--- src/include/csr_cfg.svh ---
`ifndef CSR_CFG_SVH
`define CSR_CFG_SVH

// Data path width
`define XLEN 64

//////////////////////////////////////////////////
// Implemented machine CSR numbers
//////////////////////////////////////////////////
`define CSR_MSTATUS  12'h300
`define CSR_MTVEC    12'h305
`define CSR_MSCRATCH 12'h340
`define CSR_MEPC     12'h341
`define CSR_MCAUSE   12'h342

//////////////////////////////////////////////////
// mstatus field positions
//////////////////////////////////////////////////
`define MSTATUS_MIE    3   // Global M interrupt enable
`define MSTATUS_MPIE   7   // Enable before the last trap
`define MSTATUS_MPP_LO 11  // Two bits, privilege before the last trap

// Trap vector after reset
`define MTVEC_RESET 64'h100

`endif
--- src/hdl/csr_pkg.sv ---
`default_nettype none

package csr_pkg;

    // Decoded Zicsr operations plus MRET
    typedef enum logic [2:0] {
        CSR_NONE = 3'd0,  // Not a CSR instruction
        CSR_RW   = 3'd1,
        CSR_RS   = 3'd2,
        CSR_RC   = 3'd3,
        CSR_RWI  = 3'd4,  // Immediate forms use zimm
        CSR_RSI  = 3'd5,
        CSR_RCI  = 3'd6,
        CSR_MRET = 3'd7
    } csrOpE;

    // Privilege levels, only U and M here
    typedef enum logic [1:0] {
        PRIV_U = 2'd0,
        PRIV_M = 2'd3
    } privE;

    // Access sequencer states
    typedef enum logic [1:0] {
        ACC_IDLE  = 2'd0,  // Waiting for req
        ACC_READ  = 2'd1,  // CSR read in flight
        ACC_WRITE = 2'd2,  // Write or return applied
        ACC_DONE  = 2'd3   // ack high until req drops
    } accStateE;

endpackage

`default_nettype wire

--- src/hdl/csrUnit.sv ---
`timescale 1ns/1ps
`default_nettype none

`include "csr_cfg.svh"

module csrUnit import csr_pkg::*; (
    input  logic              CLK,
    input  logic              RESET,
    // Four-phase request channel
    input  logic              req,
    output logic              ack,
    input  logic [31:0]       instr,
    input  logic [`XLEN-1:0]  rs1Value,
    output logic [`XLEN-1:0]  rdValue,
    output logic              illegal,
    output logic              redirectValid,
    output logic [`XLEN-1:0]  redirectPc,
    // Trap strobe and redirect
    input  logic              trapValid,
    input  logic [`XLEN-1:0]  trapCause,
    input  logic [`XLEN-1:0]  trapNpc,
    output logic              trapRedirectValid,
    output logic [`XLEN-1:0]  trapRedirectPc,
    output privE              priv
);

    csrOpE             op;
    logic [11:0]       csrAddr;
    logic [4:0]        zimm;
    logic              srcZero;
    logic [11:0]       rdAddr;
    logic [`XLEN-1:0]  rdData;
    logic              legal;
    logic              wrEn;
    logic [11:0]       wrAddr;
    logic [`XLEN-1:0]  wrData;
    logic              retEn;
    logic [`XLEN-1:0]  retPc;

    // Instruction fields
    csrDecode csrDecode_inst (
        .instr(instr), .op(op), .csrAddr(csrAddr), .zimm(zimm), .srcZero(srcZero)
    );

    // Handshake and read-modify-write
    csrAccess csrAccess_inst (
        .CLK(CLK), .RESET(RESET), .req(req), .ack(ack),
        .op(op), .csrAddr(csrAddr), .zimm(zimm), .srcZero(srcZero), .rs1Value(rs1Value),
        .rdAddr(rdAddr), .rdData(rdData), .legal(legal),
        .wrEn(wrEn), .wrAddr(wrAddr), .wrData(wrData), .retEn(retEn), .retPc(retPc),
        .rdValue(rdValue), .illegal(illegal),
        .redirectValid(redirectValid), .redirectPc(redirectPc)
    );

    // Storage and trap side effects
    csrRegFile csrRegFile_inst (
        .CLK(CLK), .RESET(RESET),
        .rdAddr(rdAddr), .rdData(rdData), .legal(legal),
        .wrEn(wrEn), .wrAddr(wrAddr), .wrData(wrData), .retEn(retEn), .retPc(retPc),
        .trapValid(trapValid), .trapCause(trapCause), .trapNpc(trapNpc),
        .trapRedirectValid(trapRedirectValid), .trapRedirectPc(trapRedirectPc),
        .priv(priv)
    );

endmodule

`default_nettype wire

--- src/hdl/csrRegFile.sv ---
`timescale 1ns/1ps
`default_nettype none

`include "csr_cfg.svh"

module csrRegFile import csr_pkg::*; (
    input  logic              CLK,
    input  logic              RESET,
    // Read port
    input  logic [11:0]       rdAddr,
    output logic [`XLEN-1:0]  rdData,
    output logic              legal,
    // Write port
    input  logic              wrEn,
    input  logic [11:0]       wrAddr,
    input  logic [`XLEN-1:0]  wrData,
    // MRET
    input  logic              retEn,
    output logic [`XLEN-1:0]  retPc,
    // Trap entry
    input  logic              trapValid,
    input  logic [`XLEN-1:0]  trapCause,
    input  logic [`XLEN-1:0]  trapNpc,
    output logic              trapRedirectValid,
    output logic [`XLEN-1:0]  trapRedirectPc,
    // Current mode
    output privE              priv
);

    logic [`XLEN-1:0]  mstatus;
    logic [`XLEN-1:0]  mtvec;
    logic [`XLEN-1:0]  mscratch;
    logic [`XLEN-1:0]  mepc;
    logic [`XLEN-1:0]  mcause;

    logic [`XLEN-1:0]  readValue;
    logic              implemented;
    logic [`XLEN-1:0]  mstatusWr;   // Legalized mstatus write value
    logic [`XLEN-1:0]  trapBase;
    logic              trapVectored;
    logic [`XLEN-1:0]  trapTarget;

    //////////////////////////////////////////////////
    // Read decode and privilege check
    //////////////////////////////////////////////////
    always_comb begin
        implemented = 1'b1;
        readValue   = '0;
        case (rdAddr)
            `CSR_MSTATUS:  readValue = mstatus;
            `CSR_MTVEC:    readValue = mtvec;
            `CSR_MSCRATCH: readValue = mscratch;
            `CSR_MEPC:     readValue = mepc;
            `CSR_MCAUSE:   readValue = mcause;
            default:       implemented = 1'b0;  // Unknown CSR number
        endcase
    end

    // Address bits 9:8 give the lowest privilege allowed
    assign legal  = implemented && (priv >= rdAddr[9:8]);
    assign rdData = legal ? readValue : '0;
    assign retPc  = mepc;

    // Only MIE, MPIE and MPP are writable
    always_comb begin
        mstatusWr = '0;
        mstatusWr[`MSTATUS_MIE]  = wrData[`MSTATUS_MIE];
        mstatusWr[`MSTATUS_MPIE] = wrData[`MSTATUS_MPIE];
        // MPP holds U or M only
        mstatusWr[`MSTATUS_MPP_LO +: 2] =
            (wrData[`MSTATUS_MPP_LO +: 2] == 2'b11) ? 2'b11 : 2'b00;
    end

    //////////////////////////////////////////////////
    // Trap target
    //////////////////////////////////////////////////
    assign trapBase     = {mtvec[`XLEN-1:2], 2'b00};
    assign trapVectored = (mtvec[1:0] == 2'b01) && trapCause[`XLEN-1];  // Vectored interrupt
    assign trapTarget   = trapVectored ? trapBase + {trapCause[`XLEN-3:0], 2'b00}
                                       : trapBase;

    // Control state: mstatus, mtvec and privilege
    always_ff @(posedge CLK) begin
        if (RESET) begin
            mstatus <= '0;
            mtvec   <= `MTVEC_RESET;
            priv    <= PRIV_M;
        end else if (trapValid) begin
            // Trap entry wins over everything
            mstatus[`MSTATUS_MPIE]        <= mstatus[`MSTATUS_MIE];
            mstatus[`MSTATUS_MIE]         <= 1'b0;
            mstatus[`MSTATUS_MPP_LO +: 2] <= priv;
            priv                          <= PRIV_M;
        end else if (retEn) begin
            mstatus[`MSTATUS_MIE]         <= mstatus[`MSTATUS_MPIE];
            mstatus[`MSTATUS_MPIE]        <= 1'b1;
            mstatus[`MSTATUS_MPP_LO +: 2] <= PRIV_U;
            priv <= privE'(mstatus[`MSTATUS_MPP_LO +: 2]);  // Back to previous mode
        end else if (wrEn) begin
            if (wrAddr == `CSR_MSTATUS) mstatus <= mstatusWr;
            if (wrAddr == `CSR_MTVEC)   mtvec   <= wrData;
        end
    end

    // Data CSRs
    always_ff @(posedge CLK) begin
        if (trapValid) begin
            mcause <= trapCause;
            mepc   <= trapNpc;    // Return address
        end else if (wrEn) begin
            case (wrAddr)
                `CSR_MSCRATCH: mscratch <= wrData;
                `CSR_MEPC:     mepc     <= wrData;
                `CSR_MCAUSE:   mcause   <= wrData;
                default:       ;     // Handled with control state
            endcase
        end
    end

    //////////////////////////////////////////////////
    // Trap redirect pulse
    //////////////////////////////////////////////////
    always_ff @(posedge CLK) begin
        if (RESET) begin
            trapRedirectValid <= 1'b0;
        end else begin
            trapRedirectValid <= trapValid;  // One cycle after the strobe
        end
    end

    always_ff @(posedge CLK) begin
        if (trapValid) begin
            trapRedirectPc <= trapTarget;
        end
    end

endmodule

`default_nettype wire

--- src/hdl/csrAccess.sv ---
`timescale 1ns/1ps
`default_nettype none

`include "csr_cfg.svh"

module csrAccess import csr_pkg::*; (
    input  logic              CLK,
    input  logic              RESET,
    // Core handshake
    input  logic              req,
    output logic              ack,
    // Decoded request
    input  csrOpE             op,
    input  logic [11:0]       csrAddr,
    input  logic [4:0]        zimm,
    input  logic              srcZero,
    input  logic [`XLEN-1:0]  rs1Value,
    // Register file side
    output logic [11:0]       rdAddr,
    input  logic [`XLEN-1:0]  rdData,
    input  logic              legal,
    output logic              wrEn,
    output logic [11:0]       wrAddr,
    output logic [`XLEN-1:0]  wrData,
    output logic              retEn,
    input  logic [`XLEN-1:0]  retPc,
    // Response
    output logic [`XLEN-1:0]  rdValue,
    output logic              illegal,
    output logic              redirectValid,
    output logic [`XLEN-1:0]  redirectPc
);

    accStateE          state;
    csrOpE             opReg;       // Latched request
    logic [11:0]       addrReg;
    logic [4:0]        zimmReg;
    logic              srcZeroReg;
    logic [`XLEN-1:0]  rs1Reg;
    logic [`XLEN-1:0]  oldReg;      // Value read in ACC_READ
    logic              legalReg;

    logic              isImm;
    logic              isSetClr;
    logic              isCsrOp;
    logic [`XLEN-1:0]  operand;
    logic [`XLEN-1:0]  newValue;
    logic              respIllegal;

    //////////////////////////////////////////////////
    // Read-modify-write datapath
    //////////////////////////////////////////////////
    assign isImm    = (opReg == CSR_RWI) || (opReg == CSR_RSI) || (opReg == CSR_RCI);
    assign isSetClr = (opReg == CSR_RS) || (opReg == CSR_RC) ||
                      (opReg == CSR_RSI) || (opReg == CSR_RCI);
    assign isCsrOp  = (opReg != CSR_NONE) && (opReg != CSR_MRET);

    assign operand = isImm ? {{(`XLEN-5){1'b0}}, zimmReg} : rs1Reg;  // zimm zero-extended

    always_comb begin
        case (opReg)
            CSR_RS, CSR_RSI: newValue = oldReg | operand;
            CSR_RC, CSR_RCI: newValue = oldReg & ~operand;
            default:         newValue = operand;  // RW forms
        endcase
    end

    assign rdAddr = addrReg;
    assign wrAddr = addrReg;
    assign wrData = newValue;

    // Write only when legal and not a set/clear with a zero source
    assign wrEn  = (state == ACC_WRITE) && isCsrOp && legalReg && !(isSetClr && srcZeroReg);
    assign retEn = (state == ACC_WRITE) && (opReg == CSR_MRET);

    // Non-CSR instructions and failed checks both flag
    assign respIllegal = (opReg == CSR_NONE) || (isCsrOp && !legalReg);

    //////////////////////////////////////////////////
    // Handshake FSM
    //////////////////////////////////////////////////
    always_ff @(posedge CLK) begin
        if (RESET) begin
            state         <= ACC_IDLE;
            ack           <= 1'b0;
            illegal       <= 1'b0;
            redirectValid <= 1'b0;
        end else begin
            case (state)
                ACC_IDLE: if (req) state <= ACC_READ;    // Request captured below
                ACC_READ: state <= ACC_WRITE;
                ACC_WRITE: begin
                    state         <= ACC_DONE;
                    ack           <= 1'b1;
                    illegal       <= respIllegal;
                    redirectValid <= (opReg == CSR_MRET);
                end
                ACC_DONE: begin
                    if (!req) begin          // Core released req
                        state <= ACC_IDLE;
                        ack   <= 1'b0;
                    end
                end
                default: state <= ACC_IDLE;
            endcase
        end
    end

    // Request and response payload
    always_ff @(posedge CLK) begin
        if (state == ACC_IDLE && req) begin
            opReg      <= op;
            addrReg    <= csrAddr;
            zimmReg    <= zimm;
            srcZeroReg <= srcZero;
            rs1Reg     <= rs1Value;
        end
        if (state == ACC_READ) begin
            oldReg   <= rdData;
            legalReg <= legal;
        end
        if (state == ACC_WRITE) begin
            rdValue    <= (isCsrOp && legalReg) ? oldReg : '0;  // Old value or 0
            redirectPc <= retPc;                                 // mepc for MRET
        end
    end

endmodule

`default_nettype wire

--- src/hdl/csrDecode.sv ---
`timescale 1ns/1ps
`default_nettype none

`include "csr_cfg.svh"

module csrDecode import csr_pkg::*; (
    input  logic [31:0] instr,
    output csrOpE       op,
    output logic [11:0] csrAddr,
    output logic [4:0]  zimm,
    output logic        srcZero
);

    // SYSTEM major opcode
    localparam logic [6:0]  OPC_SYSTEM = 7'b1110011;
    // Full MRET encoding
    localparam logic [31:0] INSTR_MRET = 32'h30200073;

    logic [6:0] opcode;
    logic [2:0] funct3;
    logic       isSystem;

    //////////////////////////////////////////////////
    // Field extraction
    //////////////////////////////////////////////////
    assign opcode   = instr[6:0];
    assign funct3   = instr[14:12];
    assign isSystem = (opcode == OPC_SYSTEM);

    assign csrAddr = instr[31:20];   // CSR number
    assign zimm    = instr[19:15];   // Same bits as rs1

    // rs1 or zimm zero
    // Set and clear must then skip the write
    assign srcZero = (instr[19:15] == 5'd0);

    //////////////////////////////////////////////////
    // Operation select
    //////////////////////////////////////////////////
    always_comb begin
        op = CSR_NONE;  // Default for everything unknown
        if (instr == INSTR_MRET) begin
            op = CSR_MRET;
        end else if (isSystem) begin
            case (funct3)
                3'b001:  op = CSR_RW;
                3'b010:  op = CSR_RS;
                3'b011:  op = CSR_RC;
                3'b101:  op = CSR_RWI;
                3'b110:  op = CSR_RSI;
                3'b111:  op = CSR_RCI;
                // ECALL, EBREAK, WFI and reserved
                default: op = CSR_NONE;
            endcase
        end
    end

endmodule

`default_nettype wire

--- config.mk ---
export PLATFORM = sky130hd
export DESIGN_NAME = csrUnit
export DESIGN_NICKNAME = d
export VERILOG_FILES = /design/src/hdl/csr_pkg.sv /design/src/hdl/csrUnit.sv /design/src/hdl/csrRegFile.sv /design/src/hdl/csrAccess.sv /design/src/hdl/csrDecode.sv
export VERILOG_INCLUDE_DIRS = /design/src /design/src/include
export SDC_FILE = /design/constraint.sdc
export NUM_CORES = 1
export LEC_CHECK = 0
export BUFFER_PORTS_ARGS = -buffer_cell sky130_fd_sc_hd__buf_2
export CAP_MARGIN = 20
export CELL_PAD_IN_SITES_DETAIL_PLACEMENT = 0
export CELL_PAD_IN_SITES_GLOBAL_PLACEMENT = 1
export CORE_MARGIN = 2
export CORE_UTILIZATION = 41
export CTS_CLUSTER_DIAMETER = 200
export CTS_CLUSTER_SIZE = 8
export DETAILED_ROUTE_END_ITERATION = 12
export HOLD_SLACK_MARGIN = 0.03
export PLACE_DENSITY_LB_ADDON = 0.1
export SYNTH_ARGS = -nofsm -noshare
export SYNTH_HDL_FRONTEND = slang
export SYNTH_SLANG_ARGS = --single-unit
--- constraint.sdc ---
create_clock -name CLK -period 5.7 [get_ports CLK]
set_clock_uncertainty 0.05 [all_clocks]
set_input_delay 1.14 -clock CLK [delete_from_list [all_inputs] [get_ports CLK]]
set_output_delay 1.14 -clock CLK [all_outputs]
set_load 0.005 [all_outputs]
==> metrics.md <==
| Metric | Value |
|---|---|
| Outcome | `finished clean` |
| Pwr per Cell Area | `397 mW/mm²` |
| Drc violations | `0` |
| Core ar. | `0.0712 mm²` |
| Layout Nets | `~3400` |
| Fin util | `around 49%` |
| Worst R2R Path Depth | `7` |
| Pin count of the biggest net entering global routing | `81` |
| Synth top area cells | `edfxtp_1 (54%), a21oi_1 (5.8%), dfxtp_1 (5.2%)` |
| Yosys cell types | `between 70 and 80` |
| Post-route ant nets | `0` |
| Vias | `23500` |
| WP data required | `6010 ps` |
| Worst min path class | `flip-flop to flip-flop` |
| # rows | `about 100` |
| Initial antenna violation count | `3` |
| Clock latency on the worst-skew pair | `620 ps` |
| Final period util | `between 60 and 70%` |
| Most frequent cells in the layout | `edfxtp_1 (532), buf_2 (422), nand2_1 (400)` |
| Cts hold-fix bufs | `0` |
| Die X | `about 270 µm` |
| Clock-pin slew on the worst setup and hold paths | `~50 ps` |
| R2R Path End | `csrAccess_inst.oldReg[1]` |
| Vias in the first global route | `23000` |
| CTS root buf | `clkbuf_16` |
| Worst ir drop on vdd | `0.242 mV` |
| Synth Instances | `2800` |
| Die area | `between 0.07 and 0.08 mm²` |
| R2r startpoint | `csrAccess_inst.rdAddr[5]` |
| R2R setup slack | `about 1900 ps` |
| Final setup viols | `0` |
| Slowest cell on crit path | `fa_1` |
| CP max FO | `4` |
| Initial Util | `41.2%` |
| Max-cap violations | `0` |
| Most area-hungry cell type in the Yosys netlist | `edfxtp_1` |
| Setup crit end kind | `flip-flop` |
| Worst setup SP type | `input pin` |
| TritonCTS buffer count | `between 80 and 90` |
| Largest stage delay on the critical path | `around 430 ps` |
| Hold slack final | `393 ps` |
| Min Tclk post-route | `3990 ps` |
| DP HPWL | `62800 µm` |
| Max Root-Sink Buffers | `3` |
| Worst Hold Path Cells | `0` |
| WL/cell | `22.5 µm` |
| GPL Wtd Cong | `around 0.83` |
| Post CTS Setup Buffer Count | `0` |
| Unrepaired setup endpoints after global routing | `no` |
| Drt total wl | `93600 µm` |
| P_leak | `13.4 nW` |
| Synthesis-to-layout area growth | `18.4%` |
| Final hold violations | `0` |
| Via/cell ratio | `around 5.7` |
| Critical path class | `input pin to flip-flop` |
| #FFs+latches synth | `between 600 and 700` |
| GRT Util Overall | `24.8%` |
| Num ports | `~430` |
| Ys flop type | `edfxtp_1` |
| Worst-Margin Slew | `1120 ps` |
| Async set-reset flop share out of synthesis | `0%` |
| First-pass GRT wire length | `141000 µm` |
| GRT overflow | `0` |
| Pre-antenna DRT Iters | `8` |
| Hold path startpoint | `csrRegFile_inst.retPc[30]` |
| H-tree depth | `3` |
| F_max | `between 200 and 300 MHz` |
| Worst Hold End | `csrAccess_inst.redirectPc[30]` |
| DR iter-0 viols | `2288` |
| Total number of yosys warnings | `0` |
| Die height | `around 270 µm` |
| Family with the most delay on the worst path | `compound AO/OA/AOI/OAI gates` |
| Setup_tns | `0 ps` |
| Post-CTS resize count | `0` |
| Post-synth EDFFs | `532` |
| Top cell type's share of synthesized area | `54.4%` |
| Critical Path AT | `4300 ps` |
| Max_slew headroom | `about 25%` |
| Worst path cell trace | `buf_2 > ha_1 > fa_1 > a21o_1 > a31oi_1 > o21ai_1 > and4_1 > a211o_1 > a41o_1 > a211oi_2 > mux2i_1 > nand3_1` |
| Most common cell after layout, fill and taps aside | `edfxtp_1` |
| Port Buf Inserts | `~420` |
| Syn_area_per_cell | `10.5 µm²` |
| Bufs and invs on worst path | `1` |
| CTS tree | `yes` |
| Layout cell share with drive strength beyond 1 | `17.8%` |
| Clock sink total | `slightly above 600` |
| Sequential share of the synthesized area | `59.6%` |
| Fin. max-slew vios | `0` |
| Mapped Area | `0.0294 mm²` |
==> cell usage after synthesis (14+ instances only) <==
master,instances
nor2_1,171
o21ai_1,16
o21bai_1,14
ha_1,68
a222oi_1,64
clkbuf_1,168
a21oi_1,341
a22o_1,60
nor2b_1,63
nand4_1,26
xor2_1,20
edfxtp_1,532
dfxtp_1,76
and3_1,72
nand2_1,402
nor3_1,82
buf_1,20
inv_1,159
xnor2_1,30
nand3_1,21
o21ai_0,203
a21o_1,42
==> metal layers <==
metal	global-route usage [%]	vias to the layer above	wire length, µm
li1	-	11000	-
met1	34.1	11400	40500
met2	39.8	1017	43300
met3	4.42	159	7060
met4	8.34	2	2700
met5	0	-	13
==> cell families (layout without fill, tap and decap cells) <==
| group | count (synthesis) | after routing | synth area share (%) |
|---|---|---|---|
| adders and majority gates | 69 | 69 | 2.97 |
| and+or+nand+nor | 884 | 884 | 13.6 |
| muxes | 6 | 6 | 0.209 |
| AOI/OAI and AO/OA | 831 | 831 | 17.6 |
| buffers and inverters | 351 | 763 | 4.54 |
| xor gates and xnor gates | 50 | 50 | 1.49 |
| other | 1 | 3 | 0.0128 |
| DFF | 608 | 608 | 59.6 |
==> state kept, by name (all words and copies together), names as in the netlist, 3 cells and up <==
name and cells:
csrRegFile_inst.mstatus 4, csrAccess_inst.oldReg 64, csrAccess_inst.rs1Reg 64, csrAccess_inst.zimmReg 5
csrRegFile_inst.mscratch 64, csrAccess_inst.opReg 3, csrRegFile_inst.mtvec 64, csrAccess_inst.redirectPc 64
csrRegFile_inst.trapRedirectPc 62, csrRegFile_inst.mcause 64, csrAccess_inst.rdValue 64, csrRegFile_inst.retPc 64
csrAccess_inst.rdAddr 12
==> report_power, final <==
part	total [mW]	internal, mW	switching [mW]
clock	4.79	2.87	1.93
combinational	2.64	0.856	1.78
sequential	6.37	5.96	0.411
==> through the flow <==
step	worst slack (ps)	cell area, µm²	std cells	total power [mW]
after floorplan	990	29400	2801	7.90
after global placement	1170	32200	4007	8.97
after detailed placement	1100	32200	4008	9.07
after CTS	1770	34700	4162	13.9
after global routing	1470	34700	4164	14.5
final	1710	34700	4164	13.8
==> worst max path at each step <==
stage                                        from                                 end  depth (start not counted)
final                                trapCause[0]  csrRegFile_inst.trapRedirectPc[52]                         12
after global routing                 trapCause[4]  csrRegFile_inst.trapRedirectPc[49]                         11
after CTS                            trapCause[0]  csrRegFile_inst.trapRedirectPc[52]                         12
after detailed placement             trapCause[0]  csrRegFile_inst.trapRedirectPc[52]                         12
after global placement               trapCause[0]  csrRegFile_inst.trapRedirectPc[52]                         12
after floorplan           csrAccess_inst.state[0]         csrRegFile_inst.mscratch[0]                          5
==> area by class of cell <==
cell class	count	area, µm²
fillers	6644	36500
flip-flops and latches	608	17500
multi-input cells	1842	10600
clock buffers	151	2440
repair buffers	450	2360
well taps	950	1190
inverters	159	597
clock inverters	3	48.8
diodes	1	2.50
==> worst register-to-register path: cells and delay by family (launching register included) <==
kind	cells	cell delay (ps)
compound gates	2	640
buf+inv	2	950
simple gates	3	1630
flops	1	370
Power figures use the tool's default switching activity.
